===== src/common/ycr_intf_pkg.sv =====
//--------------------
// Data memory port widths and encodings
// Command, access width and response enums
//--------------------

package ycr_intf_pkg;

   //--------------------
   // Bus widths
   //--------------------
   localparam int YCR_DMEM_AWIDTH = 32;   // Core data address
   localparam int YCR_DMEM_DWIDTH = 32;   // Core data word
   localparam int YCR_WB_WIDTH    = 32;   // Wishbone address and data
   localparam int YCR_WB_SEL_W    = 4;    // Byte lanes on Wishbone

   //--------------------
   // Core request encodings
   //--------------------
   typedef enum logic {
      MEM_CMD_RD = 1'b0,                  // Load
      MEM_CMD_WR = 1'b1                   // Store
   } ycr_mem_cmd_e;

   typedef enum logic [1:0] {
      MEM_WIDTH_BYTE  = 2'b00,            // 8 bit access
      MEM_WIDTH_HWORD = 2'b01,            // 16 bit access
      MEM_WIDTH_WORD  = 2'b10             // 32 bit access
   } ycr_mem_width_e;

   //--------------------
   // Core response encoding
   //--------------------
   // Only the two RDY codes are ever pulsed back to the core,
   // NOTRDY is the idle value of the response lines
   typedef enum logic [1:0] {
      MEM_RESP_NOTRDY = 2'b00,            // No response this cycle
      MEM_RESP_RDY_OK = 2'b01,            // Done, data valid on reads
      MEM_RESP_RDY_ER = 2'b10             // Misaligned or bus error
   } ycr_mem_resp_e;

endpackage : ycr_intf_pkg


===== src/dmem_wb/ycr_dmem_cmd_fifo.sv =====
`timescale 1ns/1ps
//--------------------
// Data memory request queue
// Circular buffer with occupancy count
//--------------------

module ycr_dmem_cmd_fifo
   import ycr_intf_pkg::*;
#(
   parameter int CMD_DEPTH = 4                        // Entries, power of two
) (
   input  logic                        clk_i,         // Core clock
   input  logic                        rst_i,         // Sync reset, active high

   // Core side
   input  logic                        req_i,         // Request level
   input  ycr_mem_cmd_e                cmd_i,         // Read or write
   input  ycr_mem_width_e              width_i,       // Access width
   input  logic [YCR_DMEM_AWIDTH-1:0]  addr_i,        // Byte address
   input  logic [YCR_DMEM_DWIDTH-1:0]  wdata_i,       // Store data
   output logic                        req_ack_o,     // Not full

   // Bus side
   input  logic                        pop_i,         // Head consumed
   output logic                        valid_o,       // Head present
   output ycr_mem_cmd_e                cmd_o,
   output ycr_mem_width_e              width_o,
   output logic [YCR_DMEM_AWIDTH-1:0]  addr_o,
   output logic [YCR_DMEM_DWIDTH-1:0]  wdata_o
);

   localparam int PTR_W = $clog2(CMD_DEPTH);          // Slot index
   localparam int CNT_W = PTR_W + 1;                  // Holds 0..CMD_DEPTH
   localparam logic [CNT_W-1:0] FULL_CNT = CNT_W'(CMD_DEPTH);

   //--------------------
   // Storage
   //--------------------
   ycr_mem_cmd_e               cmd_mem   [CMD_DEPTH];
   ycr_mem_width_e             width_mem [CMD_DEPTH];
   logic [YCR_DMEM_AWIDTH-1:0] addr_mem  [CMD_DEPTH];
   logic [YCR_DMEM_DWIDTH-1:0] wdata_mem [CMD_DEPTH];

   logic [PTR_W-1:0] wr_ptr_q;                        // Next free slot
   logic [PTR_W-1:0] rd_ptr_q;                        // Oldest entry
   logic [CNT_W-1:0] count_q;                         // Occupancy
   logic             full;
   logic             push;
   logic             pop;

   assign full      = (count_q == FULL_CNT);
   assign req_ack_o = ~full;                          // Combinational ack
   assign push      = req_i & ~full;                  // Acceptance cycle
   assign pop       = pop_i & valid_o;                // Ignore pop when empty

   // Payload write into the free slot
   always_ff @(posedge clk_i) begin
      if (push) begin
         cmd_mem[wr_ptr_q]   <= cmd_i;
         width_mem[wr_ptr_q] <= width_i;
         addr_mem[wr_ptr_q]  <= addr_i;
         wdata_mem[wr_ptr_q] <= wdata_i;
      end
   end

   // Pointers wrap at the power of two depth
   always_ff @(posedge clk_i) begin
      if (rst_i) begin
         wr_ptr_q <= '0;
         rd_ptr_q <= '0;
         count_q  <= '0;
      end else begin
         if (push) begin
            wr_ptr_q <= wr_ptr_q + 1'b1;
         end
         if (pop) begin
            rd_ptr_q <= rd_ptr_q + 1'b1;
         end
         case ({push, pop})
            2'b10:   count_q <= count_q + 1'b1;   // Fill
            2'b01:   count_q <= count_q - 1'b1;   // Drain
            default: count_q <= count_q;          // Both or none
         endcase
      end
   end

   //--------------------
   // Head entry
   //--------------------
   assign valid_o = (count_q != '0);
   assign cmd_o   = cmd_mem[rd_ptr_q];
   assign width_o = width_mem[rd_ptr_q];
   assign addr_o  = addr_mem[rd_ptr_q];
   assign wdata_o = wdata_mem[rd_ptr_q];

endmodule : ycr_dmem_cmd_fifo


===== src/dmem_wb/ycr_dmem_wb_master.sv =====
`timescale 1ns/1ps
//--------------------
// Wishbone master for data memory requests
// Lane select, alignment check, response pulse
//--------------------

module ycr_dmem_wb_master
   import ycr_intf_pkg::*;
(
   input  logic                        clk_i,          // Core clock
   input  logic                        rst_i,          // Sync reset, active high

   // FIFO head
   input  logic                        valid_i,        // Entry waiting
   input  ycr_mem_cmd_e                cmd_i,          // Read or write
   input  ycr_mem_width_e              width_i,        // Access width
   input  logic [YCR_DMEM_AWIDTH-1:0]  addr_i,         // Byte address
   input  logic [YCR_DMEM_DWIDTH-1:0]  wdata_i,        // Store data
   output logic                        pop_o,          // Take head entry

   // Core response
   output ycr_mem_resp_e               resp_o,         // One cycle pulse
   output logic [YCR_DMEM_DWIDTH-1:0]  rdata_o,        // Raw bus word

   // Wishbone
   output logic                        wbd_dmem_stb_o,
   output logic                        wbd_dmem_cyc_o,
   output logic [YCR_WB_WIDTH-1:0]     wbd_dmem_adr_o,
   output logic                        wbd_dmem_we_o,
   output logic [YCR_WB_WIDTH-1:0]     wbd_dmem_dat_o,
   output logic [YCR_WB_SEL_W-1:0]     wbd_dmem_sel_o,
   input  logic [YCR_WB_WIDTH-1:0]     wbd_dmem_dat_i,
   input  logic                        wbd_dmem_ack_i,
   input  logic                        wbd_dmem_err_i
);

   typedef enum logic [1:0] {
      IDLE = 2'b00,                                    // Wait for head entry
      BUS  = 2'b01,                                    // Cycle on Wishbone
      RESP = 2'b10                                     // Pulse response
   } state_e;

   state_e state_q;
   state_e state_d;

   logic                       misalign;               // Head entry illegal
   logic [YCR_WB_SEL_W-1:0]    sel_nxt;                // Lanes for head entry
   logic [YCR_WB_WIDTH-1:0]    dat_nxt;                // Replicated store data
   logic                       bus_done;               // Ack or err seen
   logic                       err_q;                  // Response is an error

   logic [YCR_WB_WIDTH-1:0]    adr_q;
   logic [YCR_WB_SEL_W-1:0]    sel_q;
   logic [YCR_WB_WIDTH-1:0]    dat_q;
   logic                       we_q;
   logic [YCR_DMEM_DWIDTH-1:0] rdata_q;

   //--------------------
   // Lane decode
   //--------------------
   // Narrow stores put the same bytes on every lane, so the slave
   // picks them up from whichever lanes sel enables
   always_comb begin
      sel_nxt  = '1;
      dat_nxt  = wdata_i;
      misalign = 1'b0;
      case (width_i)
         MEM_WIDTH_BYTE: begin
            sel_nxt = YCR_WB_SEL_W'(1) << addr_i[1:0];     // One lane
            dat_nxt = {4{wdata_i[7:0]}};
         end
         MEM_WIDTH_HWORD: begin
            sel_nxt  = addr_i[1] ? 4'b1100 : 4'b0011;      // Upper or lower half
            dat_nxt  = {2{wdata_i[15:0]}};
            misalign = addr_i[0];                          // Odd address
         end
         MEM_WIDTH_WORD: begin
            misalign = |addr_i[1:0];                       // Must be word aligned
         end
         default: begin
            misalign = 1'b1;                               // Unknown width
         end
      endcase
   end

   assign pop_o    = (state_q == IDLE) & valid_i;
   assign bus_done = wbd_dmem_ack_i | wbd_dmem_err_i;

   //--------------------
   // FSM
   //--------------------
   always_comb begin
      state_d = state_q;
      case (state_q)
         IDLE: begin
            if (valid_i) begin
               state_d = misalign ? RESP : BUS;    // Misaligned skips the bus
            end
         end
         BUS: begin
            if (bus_done) begin
               state_d = RESP;
            end
         end
         RESP:    state_d = IDLE;                  // Single pulse
         default: state_d = IDLE;
      endcase
   end

   always_ff @(posedge clk_i) begin
      if (rst_i) begin
         state_q <= IDLE;
         err_q   <= 1'b0;
      end else begin
         state_q <= state_d;
         if (pop_o) begin
            err_q <= misalign;                     // Early error
         end else if ((state_q == BUS) && bus_done) begin
            err_q <= wbd_dmem_err_i;               // Slave error
         end
      end
   end

   // Bus fields held for the whole cycle
   always_ff @(posedge clk_i) begin
      if (pop_o && !misalign) begin
         adr_q <= {addr_i[YCR_WB_WIDTH-1:2], 2'b00};
         sel_q <= sel_nxt;
         dat_q <= dat_nxt;
         we_q  <= (cmd_i == MEM_CMD_WR);
      end
      if ((state_q == BUS) && wbd_dmem_ack_i) begin
         rdata_q <= wbd_dmem_dat_i;                // Read data capture
      end
   end

   //--------------------
   // Outputs
   //--------------------
   assign wbd_dmem_stb_o = (state_q == BUS);
   assign wbd_dmem_cyc_o = wbd_dmem_stb_o;         // No locked cycles
   assign wbd_dmem_adr_o = adr_q;
   assign wbd_dmem_sel_o = sel_q;
   assign wbd_dmem_dat_o = dat_q;
   assign wbd_dmem_we_o  = we_q;
   assign rdata_o        = rdata_q;

   always_comb begin
      if (state_q == RESP) begin
         resp_o = err_q ? MEM_RESP_RDY_ER : MEM_RESP_RDY_OK;
      end else begin
         resp_o = MEM_RESP_NOTRDY;
      end
   end

endmodule : ycr_dmem_wb_master


===== src/ycr_intf.sv =====
`timescale 1ns/1ps
//--------------------
// Data memory interface top level
// Command FIFO in front of the Wishbone master
//--------------------

module ycr_intf
   import ycr_intf_pkg::*;
#(
   parameter int CMD_DEPTH = 4                              // Request queue depth
) (
   input  logic                        core_clk_i,          // Core clock
   input  logic                        rst_i,               // Sync reset, active high

   // Core data memory port
   input  logic                        core_dmem_req_i,     // Request level
   input  ycr_mem_cmd_e                core_dmem_cmd_i,     // Read or write
   input  ycr_mem_width_e              core_dmem_width_i,   // Access width
   input  logic [YCR_DMEM_AWIDTH-1:0]  core_dmem_addr_i,    // Byte address
   input  logic [YCR_DMEM_DWIDTH-1:0]  core_dmem_wdata_i,   // Store data
   output logic                        core_dmem_req_ack_o, // Request taken
   output logic [YCR_DMEM_DWIDTH-1:0]  core_dmem_rdata_o,   // Load data
   output ycr_mem_resp_e               core_dmem_resp_o,    // Response pulse

   // Wishbone master port
   output logic                        wbd_dmem_stb_o,      // Strobe
   output logic                        wbd_dmem_cyc_o,      // Cycle follows strobe
   output logic [YCR_WB_WIDTH-1:0]     wbd_dmem_adr_o,      // Word address
   output logic                        wbd_dmem_we_o,       // Write enable
   output logic [YCR_WB_WIDTH-1:0]     wbd_dmem_dat_o,      // Write data
   output logic [YCR_WB_SEL_W-1:0]     wbd_dmem_sel_o,      // Byte enables
   input  logic [YCR_WB_WIDTH-1:0]     wbd_dmem_dat_i,      // Read data
   input  logic                        wbd_dmem_ack_i,      // Cycle done
   input  logic                        wbd_dmem_err_i       // Cycle failed
);

   //--------------------
   // FIFO head to master
   //--------------------
   logic                       fifo_valid;                  // Head entry present
   logic                       fifo_pop;                    // Head taken by master
   ycr_mem_cmd_e               fifo_cmd;
   ycr_mem_width_e             fifo_width;
   logic [YCR_DMEM_AWIDTH-1:0] fifo_addr;
   logic [YCR_DMEM_DWIDTH-1:0] fifo_wdata;

   // Queue of requests in flight
   ycr_dmem_cmd_fifo #(
      .CMD_DEPTH  (CMD_DEPTH)
   ) i_cmd_fifo (
      .clk_i      (core_clk_i),
      .rst_i      (rst_i),
      .req_i      (core_dmem_req_i),
      .cmd_i      (core_dmem_cmd_i),
      .width_i    (core_dmem_width_i),
      .addr_i     (core_dmem_addr_i),
      .wdata_i    (core_dmem_wdata_i),
      .req_ack_o  (core_dmem_req_ack_o),
      .pop_i      (fifo_pop),
      .valid_o    (fifo_valid),
      .cmd_o      (fifo_cmd),
      .width_o    (fifo_width),
      .addr_o     (fifo_addr),
      .wdata_o    (fifo_wdata)
   );

   // One single-beat bus cycle per entry
   ycr_dmem_wb_master i_wb_master (
      .clk_i           (core_clk_i),
      .rst_i           (rst_i),
      .valid_i         (fifo_valid),
      .cmd_i           (fifo_cmd),
      .width_i         (fifo_width),
      .addr_i          (fifo_addr),
      .wdata_i         (fifo_wdata),
      .pop_o           (fifo_pop),
      .resp_o          (core_dmem_resp_o),
      .rdata_o         (core_dmem_rdata_o),
      .wbd_dmem_stb_o  (wbd_dmem_stb_o),
      .wbd_dmem_cyc_o  (wbd_dmem_cyc_o),
      .wbd_dmem_adr_o  (wbd_dmem_adr_o),
      .wbd_dmem_we_o   (wbd_dmem_we_o),
      .wbd_dmem_dat_o  (wbd_dmem_dat_o),
      .wbd_dmem_sel_o  (wbd_dmem_sel_o),
      .wbd_dmem_dat_i  (wbd_dmem_dat_i),
      .wbd_dmem_ack_i  (wbd_dmem_ack_i),
      .wbd_dmem_err_i  (wbd_dmem_err_i)
   );

endmodule : ycr_intf


===== config.mk =====
export PLATFORM = sky130hd
export DESIGN_NAME = ycr_intf
export DESIGN_NICKNAME = d
export VERILOG_FILES = /design/src/common/ycr_intf_pkg.sv /design/src/dmem_wb/ycr_dmem_cmd_fifo.sv /design/src/dmem_wb/ycr_dmem_wb_master.sv /design/src/ycr_intf.sv
export SDC_FILE = /design/constraint.sdc
export NUM_CORES = 1
export LEC_CHECK = 0
export ABC_AREA = 1
export BUFFER_PORTS_ARGS = -buffer_cell sky130_fd_sc_hd__buf_2
export CAP_MARGIN = 25
export CORE_MARGIN = 2
export CORE_UTILIZATION = 39
export DETAILED_ROUTE_END_ITERATION = 8
export PLACE_DENSITY = 0.61
export SLEW_MARGIN = 10
export SYNTH_ARGS = -nofsm -noshare
export SYNTH_HDL_FRONTEND = slang
export SYNTH_SLANG_ARGS = --single-unit

===== constraint.sdc =====
create_clock -name core_clk_i -period 3.9 [get_ports core_clk_i]
set_clock_uncertainty 0.1 [all_clocks]
set_input_delay 0.39 -clock core_clk_i [delete_from_list [all_inputs] [get_ports core_clk_i]]
set_output_delay 0.39 -clock core_clk_i [all_outputs]
set_load 0.02 [all_outputs]

Word level (Yosys, flattened, before mapping) --
Memory sizes are Yosys's and may differ from the RTL's. A register that Yosys moved wholly into a read port is not among the register bits. Cells that the tools add are included.
Storage, ports and cells: register bits 108, latch bits 0, memory bits (writable) 268, memory bits (read-only) 0, output and inout bits 106, word-level logic and storage cells 64, memories 4
Memory list:
- i_cmd_fifo.addr_mem | depth 4, bits a word 32, read ports 1, clocked after memory_dff 1, wr ports 1, RTL line ycr_dmem_cmd_fifo.sv:41 | logic [YCR_DMEM_AWIDTH-1:0] addr_mem [CMD_DEPTH];
- i_cmd_fifo.wdata_mem | depth 4, bits a word 32, read ports 1, clocked after memory_dff 1, wr ports 1, RTL line ycr_dmem_cmd_fifo.sv:42 | logic [YCR_DMEM_DWIDTH-1:0] wdata_mem [CMD_DEPTH];
- i_cmd_fifo.width_mem | depth 4, bits a word 2, read ports 1, clocked after memory_dff 1, wr ports 1, RTL line ycr_dmem_cmd_fifo.sv:40 | ycr_mem_width_e width_mem [CMD_DEPTH];
- i_cmd_fifo.cmd_mem | depth 4, bits a word 1, read ports 1, clocked after memory_dff 1, wr ports 1, RTL line ycr_dmem_cmd_fifo.sv:39 | ycr_mem_cmd_e cmd_mem [CMD_DEPTH];
Cells by class: add/subtract/negate cells 4, multiply operators 0, divide/modulo/power cells 0, order comparisons 0, eq/ne operators 9, shifts and indexed selects 1, mux-type cells 21, bitwise logic cells 5, reductions and logical operators 11
Operators by type and width (number):
- $pmux 32 s2 | 1
- $mux 2 | 11
- $pmux 4 s2 | 1
- $eq 2x1->1 const B | 3
- $eq 2x2->1 const B | 3
- $pmux 3 s2 | 1
- $add 2x1->2 const B | 2
- $logic_not 2->1 | 2
- $mux 1 | 4
- $mux 4 | 1
- $pmux 2 s2 | 1
- $reduce_bool 2->1 | 2
- $shl 1x2->4 const A | 1
- $add 3x1->3 const B | 1
- $and 1x1->1 | 3
- $eq 3x3->1 const B | 1
- $logic_and 1x1->1 | 3
- $pmux 1 s3 | 1
- $reduce_bool 3->1 | 1
- $sub 3x1->3 const B | 1
- $ne 2x1->1 const B | 1
- $ne 2x2->1 const B | 1
- $reduce_and 2->1 | 1
- $reduce_or 2->1 | 1
- other kinds (3) | 3

Depth between registers and ports, before layout --
depth in word-level cells 5, mapped depth 10, depth with buffers taken out 10

By module --
From an unflattened synthesis, not the netlist that was laid out.
Unflattened totals: cell total of the unflattened synthesis 941, area total of the unflattened synthesis 14032.2 µm²
By module, submodules not included:
- ycr_dmem_cmd_fifo | instances 1, cells an instance 716, area each 10417.5 µm², seq. area each 8227.9 µm²
- ycr_dmem_wb_master | instances 1, cells an instance 225, area each 3614.7 µm², seq. area each 3032.9 µm²

Worst setup path before layout --
OpenSTA, ideal clock, no wires.
path kind register -> register, from reg i_cmd_fifo.count_q[0], to mem i_cmd_fifo.addr_mem[0][0], enable pin, arrival 3.656 ns, data required time 3.307 ns, setup slack -0.349 ns, cell stages (with the launch flop) 5, path buffers 0, clock period less this slack 4.249 ns, path through dfxtp_1 inv_1 nand3_1 nand2_1 nor2_1
On the way: longest elaborated chain between the ends 5
Ends and longest elaborated chain:
- start: declaration | RTL line ycr_dmem_cmd_fifo.sv:46 | logic [CNT_W-1:0] count_q;
- start signal: assignment | RTL line ycr_dmem_cmd_fifo.sv:80 | 2'b10: count_q <= count_q + 1'b1;
- start signal: assignment | RTL line ycr_dmem_cmd_fifo.sv:81 | 2'b01: count_q <= count_q - 1'b1;
- start signal: assignment | RTL line ycr_dmem_cmd_fifo.sv:82 | default: count_q <= count_q;
- $eq 3x3->1 | RTL line ycr_dmem_cmd_fifo.sv:51 | assign full = (count_q == FULL_CNT);
- $not 1->1
- named net core_dmem_req_ack_o | RTL line ycr_intf.sv:21 | output logic core_dmem_req_ack_o,
- $and 1x1->1 | RTL line ycr_dmem_cmd_fifo.sv:53 | assign push = req_i & ~full;
- $mux 1 | RTL line ycr_dmem_cmd_fifo.sv:58 | if (push) begin
- $mux 1 (not written as such) | RTL line ycr_dmem_cmd_fifo.sv:61 | addr_mem[wr_ptr_q] <= addr_i;
- end: declaration | RTL line ycr_dmem_cmd_fifo.sv:41
The timed path passes the listed nets, and every way through them passes these cells.

==> results.py <==
metrics = {
    "global_route": {
        "grt_remaining_overflow": 0,
        "grt_pass1_vias": 8862,
        "grt_pass1_wl_um": 49700,
        "grt_usage": 0.170,
        "grt_max_degree": 101,
        "antenna_found_initial": 4,
    },
    "power_and_ir_drop": {
        "ir_drop_mv": 0.536,
        "p_per_area_nw_per_um2": 741,
        "p_leak_nw": 6.49,
    },
    "final_layout": {
        "drive_above_1_share": 0.238,
        "synthToLayoutAreaGrowth_pct": 27.4,
        "final_cells": 1747,
        "utilization": 0.503,
        "layout_common_cells": "edfxtp_1, buf_2, o21ai_0, nor2_1, dlygate4sd3_1",
        "final_common_cell": "edfxtp_1",
        "nets": 1361,
    },
    "synth": {
        "yosysSeqAreaShare": 0.805,
        "ys_async_sr_fraction": 0,
        "yosysWarnings": 0,
        "synth_area_um2": 14000,
        "synth_edf_count": 367,
        "synth-seq-cells": 379,
        "synthDistinctLibCells": 34,
        "synth_area_per_cell_um2": 15.0,
        "syn_inst": 936,
        "ys.flop_type": "edfxtp_1",
    },
    "setup_path": {
        "worstSetupPathType": "flop to flop",
        "cp_max_fo": 47,
        "required_ns": 4.05,
        "crit_slowest_cell": "dfxtp_2",
        "end_kind": "flop",
        "reg2reg_depth": 8,
        "crit_chain": "inv_2 -> nand3_2 -> nand2_2 -> inv_4 -> nand2_2 -> nand3_4 -> clkinv_2 -> buf_12",
        "ff2ff_setup_slack_ns": 1.09,
        "max_stage_delay_ns": 0.60,
        "start_kind": "flop",
        "crit_path_frequent_cell": "nand2_2",
        "crit_arrival_ns": 2.96,
    },
    "sta": {
        "fin_crit_ns": 2.81,
        "setup_tns_ns": 0,
        "slew_headroom": 0.320,
        "rsz0062_at_grt": "no",
        "min_period_over_period": 0.721,
        "slew_viol_final": 0,
        "fmax_mhz": 355,
        "hold_viol": 0,
        "worst_pin_slew_ns": 1.02,
        "hold_slack_ns": 0.0412,
        "setup_viol": 0,
    },
    "run": {
        "max_cap_viol_count": 0,
    },
    "floorplanning": {
        "die_w_um": 193,
        "die_y_um": 193,
        "fp-row-count": 69,
        "core_um2": 35500,
        "io-pin-count": 210,
        "dieArea_um2": 37400,
        "start_util": 0.394,
    },
    "clock_network": {
        "root_buffer": "clkbuf_16",
        "cts_tree": "yes",
        "htree_levels": 2,
        "clk_latency_ns": 0.53,
        "cts_hold_buf": 99,
        "clock-sinks": 379,
        "cts_buffers": 41,
        "postCtsResizedCells": 0,
        "clockBufferDepth": 3,
        "path_clk_slew_ns": 0.06,
        "post_cts.repair.setup_buffers": 0,
    },
    "drt": {
        "ant_nets": 0,
        "dr.pass1.iters": 5,
        "vias": 8685,
        "drt_iter0_markers": 588,
        "drt_wl_total_um": 32000,
        "viasPerCell": 4.97,
        "wire_per_inst_um": 18.3,
        "drc": 0,
    },
    "placed_design": {
        "gp_congestion": 0.756,
        "hpwl_um": 18400,
        "io_buffers": 207,
        "dp.cells": 1570,
    },
    "min_path": {
        "holdCritPathClass": "input pin to flop",
        "min_path_cells": 1,
    },
    "run_status": {
        "status": "completed",
    },
}
==> routing by layer <==
metal | global-route usage | share of wire
met1 | 0.226 | 0.43
met3 | 0.0406 | 0.072
met5 | 0 | 0.00041
met4 | 0.0393 | 0.018
met2 | 0.284 | 0.48
==> critical path: cells and delay by family (launching register included) <==
| kind | cells | cell delay, ns |
|---|---|---|
| buf+inv | 4 | 1.22 |
| flops | 1 | 0.60 |
| simple gates | 4 | 0.56 |
==> flip-flops by register name (all words and copies together), names as in the netlist, 3 cells and up, named ones only <==
name	flops
i_cmd_fifo.addr_mem	128
i_cmd_fifo.cmd_mem	4
i_cmd_fifo.count_q	3
i_cmd_fifo.wdata_mem	128
i_cmd_fifo.width_mem	8
i_wb_master.rdata_o	32
i_wb_master.wbd_dmem_adr_o	30
i_wb_master.wbd_dmem_dat_o	32
i_wb_master.wbd_dmem_sel_o	4
==> layout make-up <==
type | instances | area (µm²)
inverter | 37 | 145
tap | 461 | 577
timing repair buffer | 318 | 2180
fill | 2978 | 17700
multi-input combinational | 474 | 2380
clock inverter | 22 | 209
sequential | 379 | 11300
antenna | 3 | 7.51
clock buffer | 53 | 1070
==> power breakdown <==
part | total [mW] | switching [mW] | internal (mW) | leakage [nW]
clock | 3.70 | 1.50 | 2.20 | 0.614
combinational | 3.69 | 2.62 | 1.07 | 2.41
sequential | 5.82 | 0.328 | 5.50 | 3.46
==> final timing paths <==
| kind | from | endpoint |
|---|---|---|
| max | flop | i_wb_master.wbd_dmem_dat_o[6]$_DFFE_PP_ |
| min | core_dmem_wdata_i[3] | i_cmd_fifo.wdata_mem[3][3]$_DFFE_PP_ |
| max reg2reg | flop | i_wb_master.wbd_dmem_dat_o[6]$_DFFE_PP_ |
| min reg2reg | i_cmd_fifo.count_q[0]$_SDFFE_PP0P_ | i_cmd_fifo.count_q[0]$_SDFFE_PP0P_ |
==> per-stage QoR <==
step	power, mW	cell area, µm²	setup slack [ns]
final	13.2	17800	1.09
after global routing	13.9	17800	0.844
after CTS	13.4	17800	0.998
after detailed placement	9.58	15600	1.01
after global placement	9.51	15600	1.09
after floorplan	8.32	14000	-0.349
==> logic make-up after synthesis <==
| logic type | Yosys count | synth area share |
|---|---|---|
| other cells | 1 | 0.000268 |
| fa+ha+maj | 6 | 0.00590 |
| compound gates | 210 | 0.0843 |
| simple gates | 255 | 0.0760 |
| mux | 1 | 0.000805 |
| buf+inv | 84 | 0.0282 |
| flops | 379 | 0.805 |
==> cell usage after synthesis, types with 2 or more instances <==
| library cell | instances | area share |
|---|---|---|
| edfxtp_1 | 367 | 0.79 |
| o22ai_2 | 7 | 0.0063 |
| a21oi_2 | 2 | 0.0013 |
| buf_6 | 5 | 0.0040 |
| a21oi_1 | 18 | 0.0064 |
| nand2_2 | 5 | 0.0022 |
| clkbuf_2 | 2 | 0.00072 |
| o21ai_0 | 127 | 0.045 |
| o21ai_1 | 4 | 0.0014 |
| inv_1 | 33 | 0.0089 |
| ha_1 | 5 | 0.0045 |
| nand3_2 | 2 | 0.0014 |
| buf_2 | 14 | 0.0050 |
| nand2_1 | 91 | 0.024 |
| o211ai_1 | 2 | 0.0011 |
| clkbuf_1 | 20 | 0.0054 |
| o22ai_1 | 49 | 0.022 |
| buf_4 | 5 | 0.0027 |
| nand2_4 | 2 | 0.0016 |
| dfxtp_1 | 12 | 0.017 |
| nor2_1 | 122 | 0.033 |
| nand3_1 | 28 | 0.010 |
| inv_2 | 3 | 0.00080 |
Power figures use the tool's default switching activity.
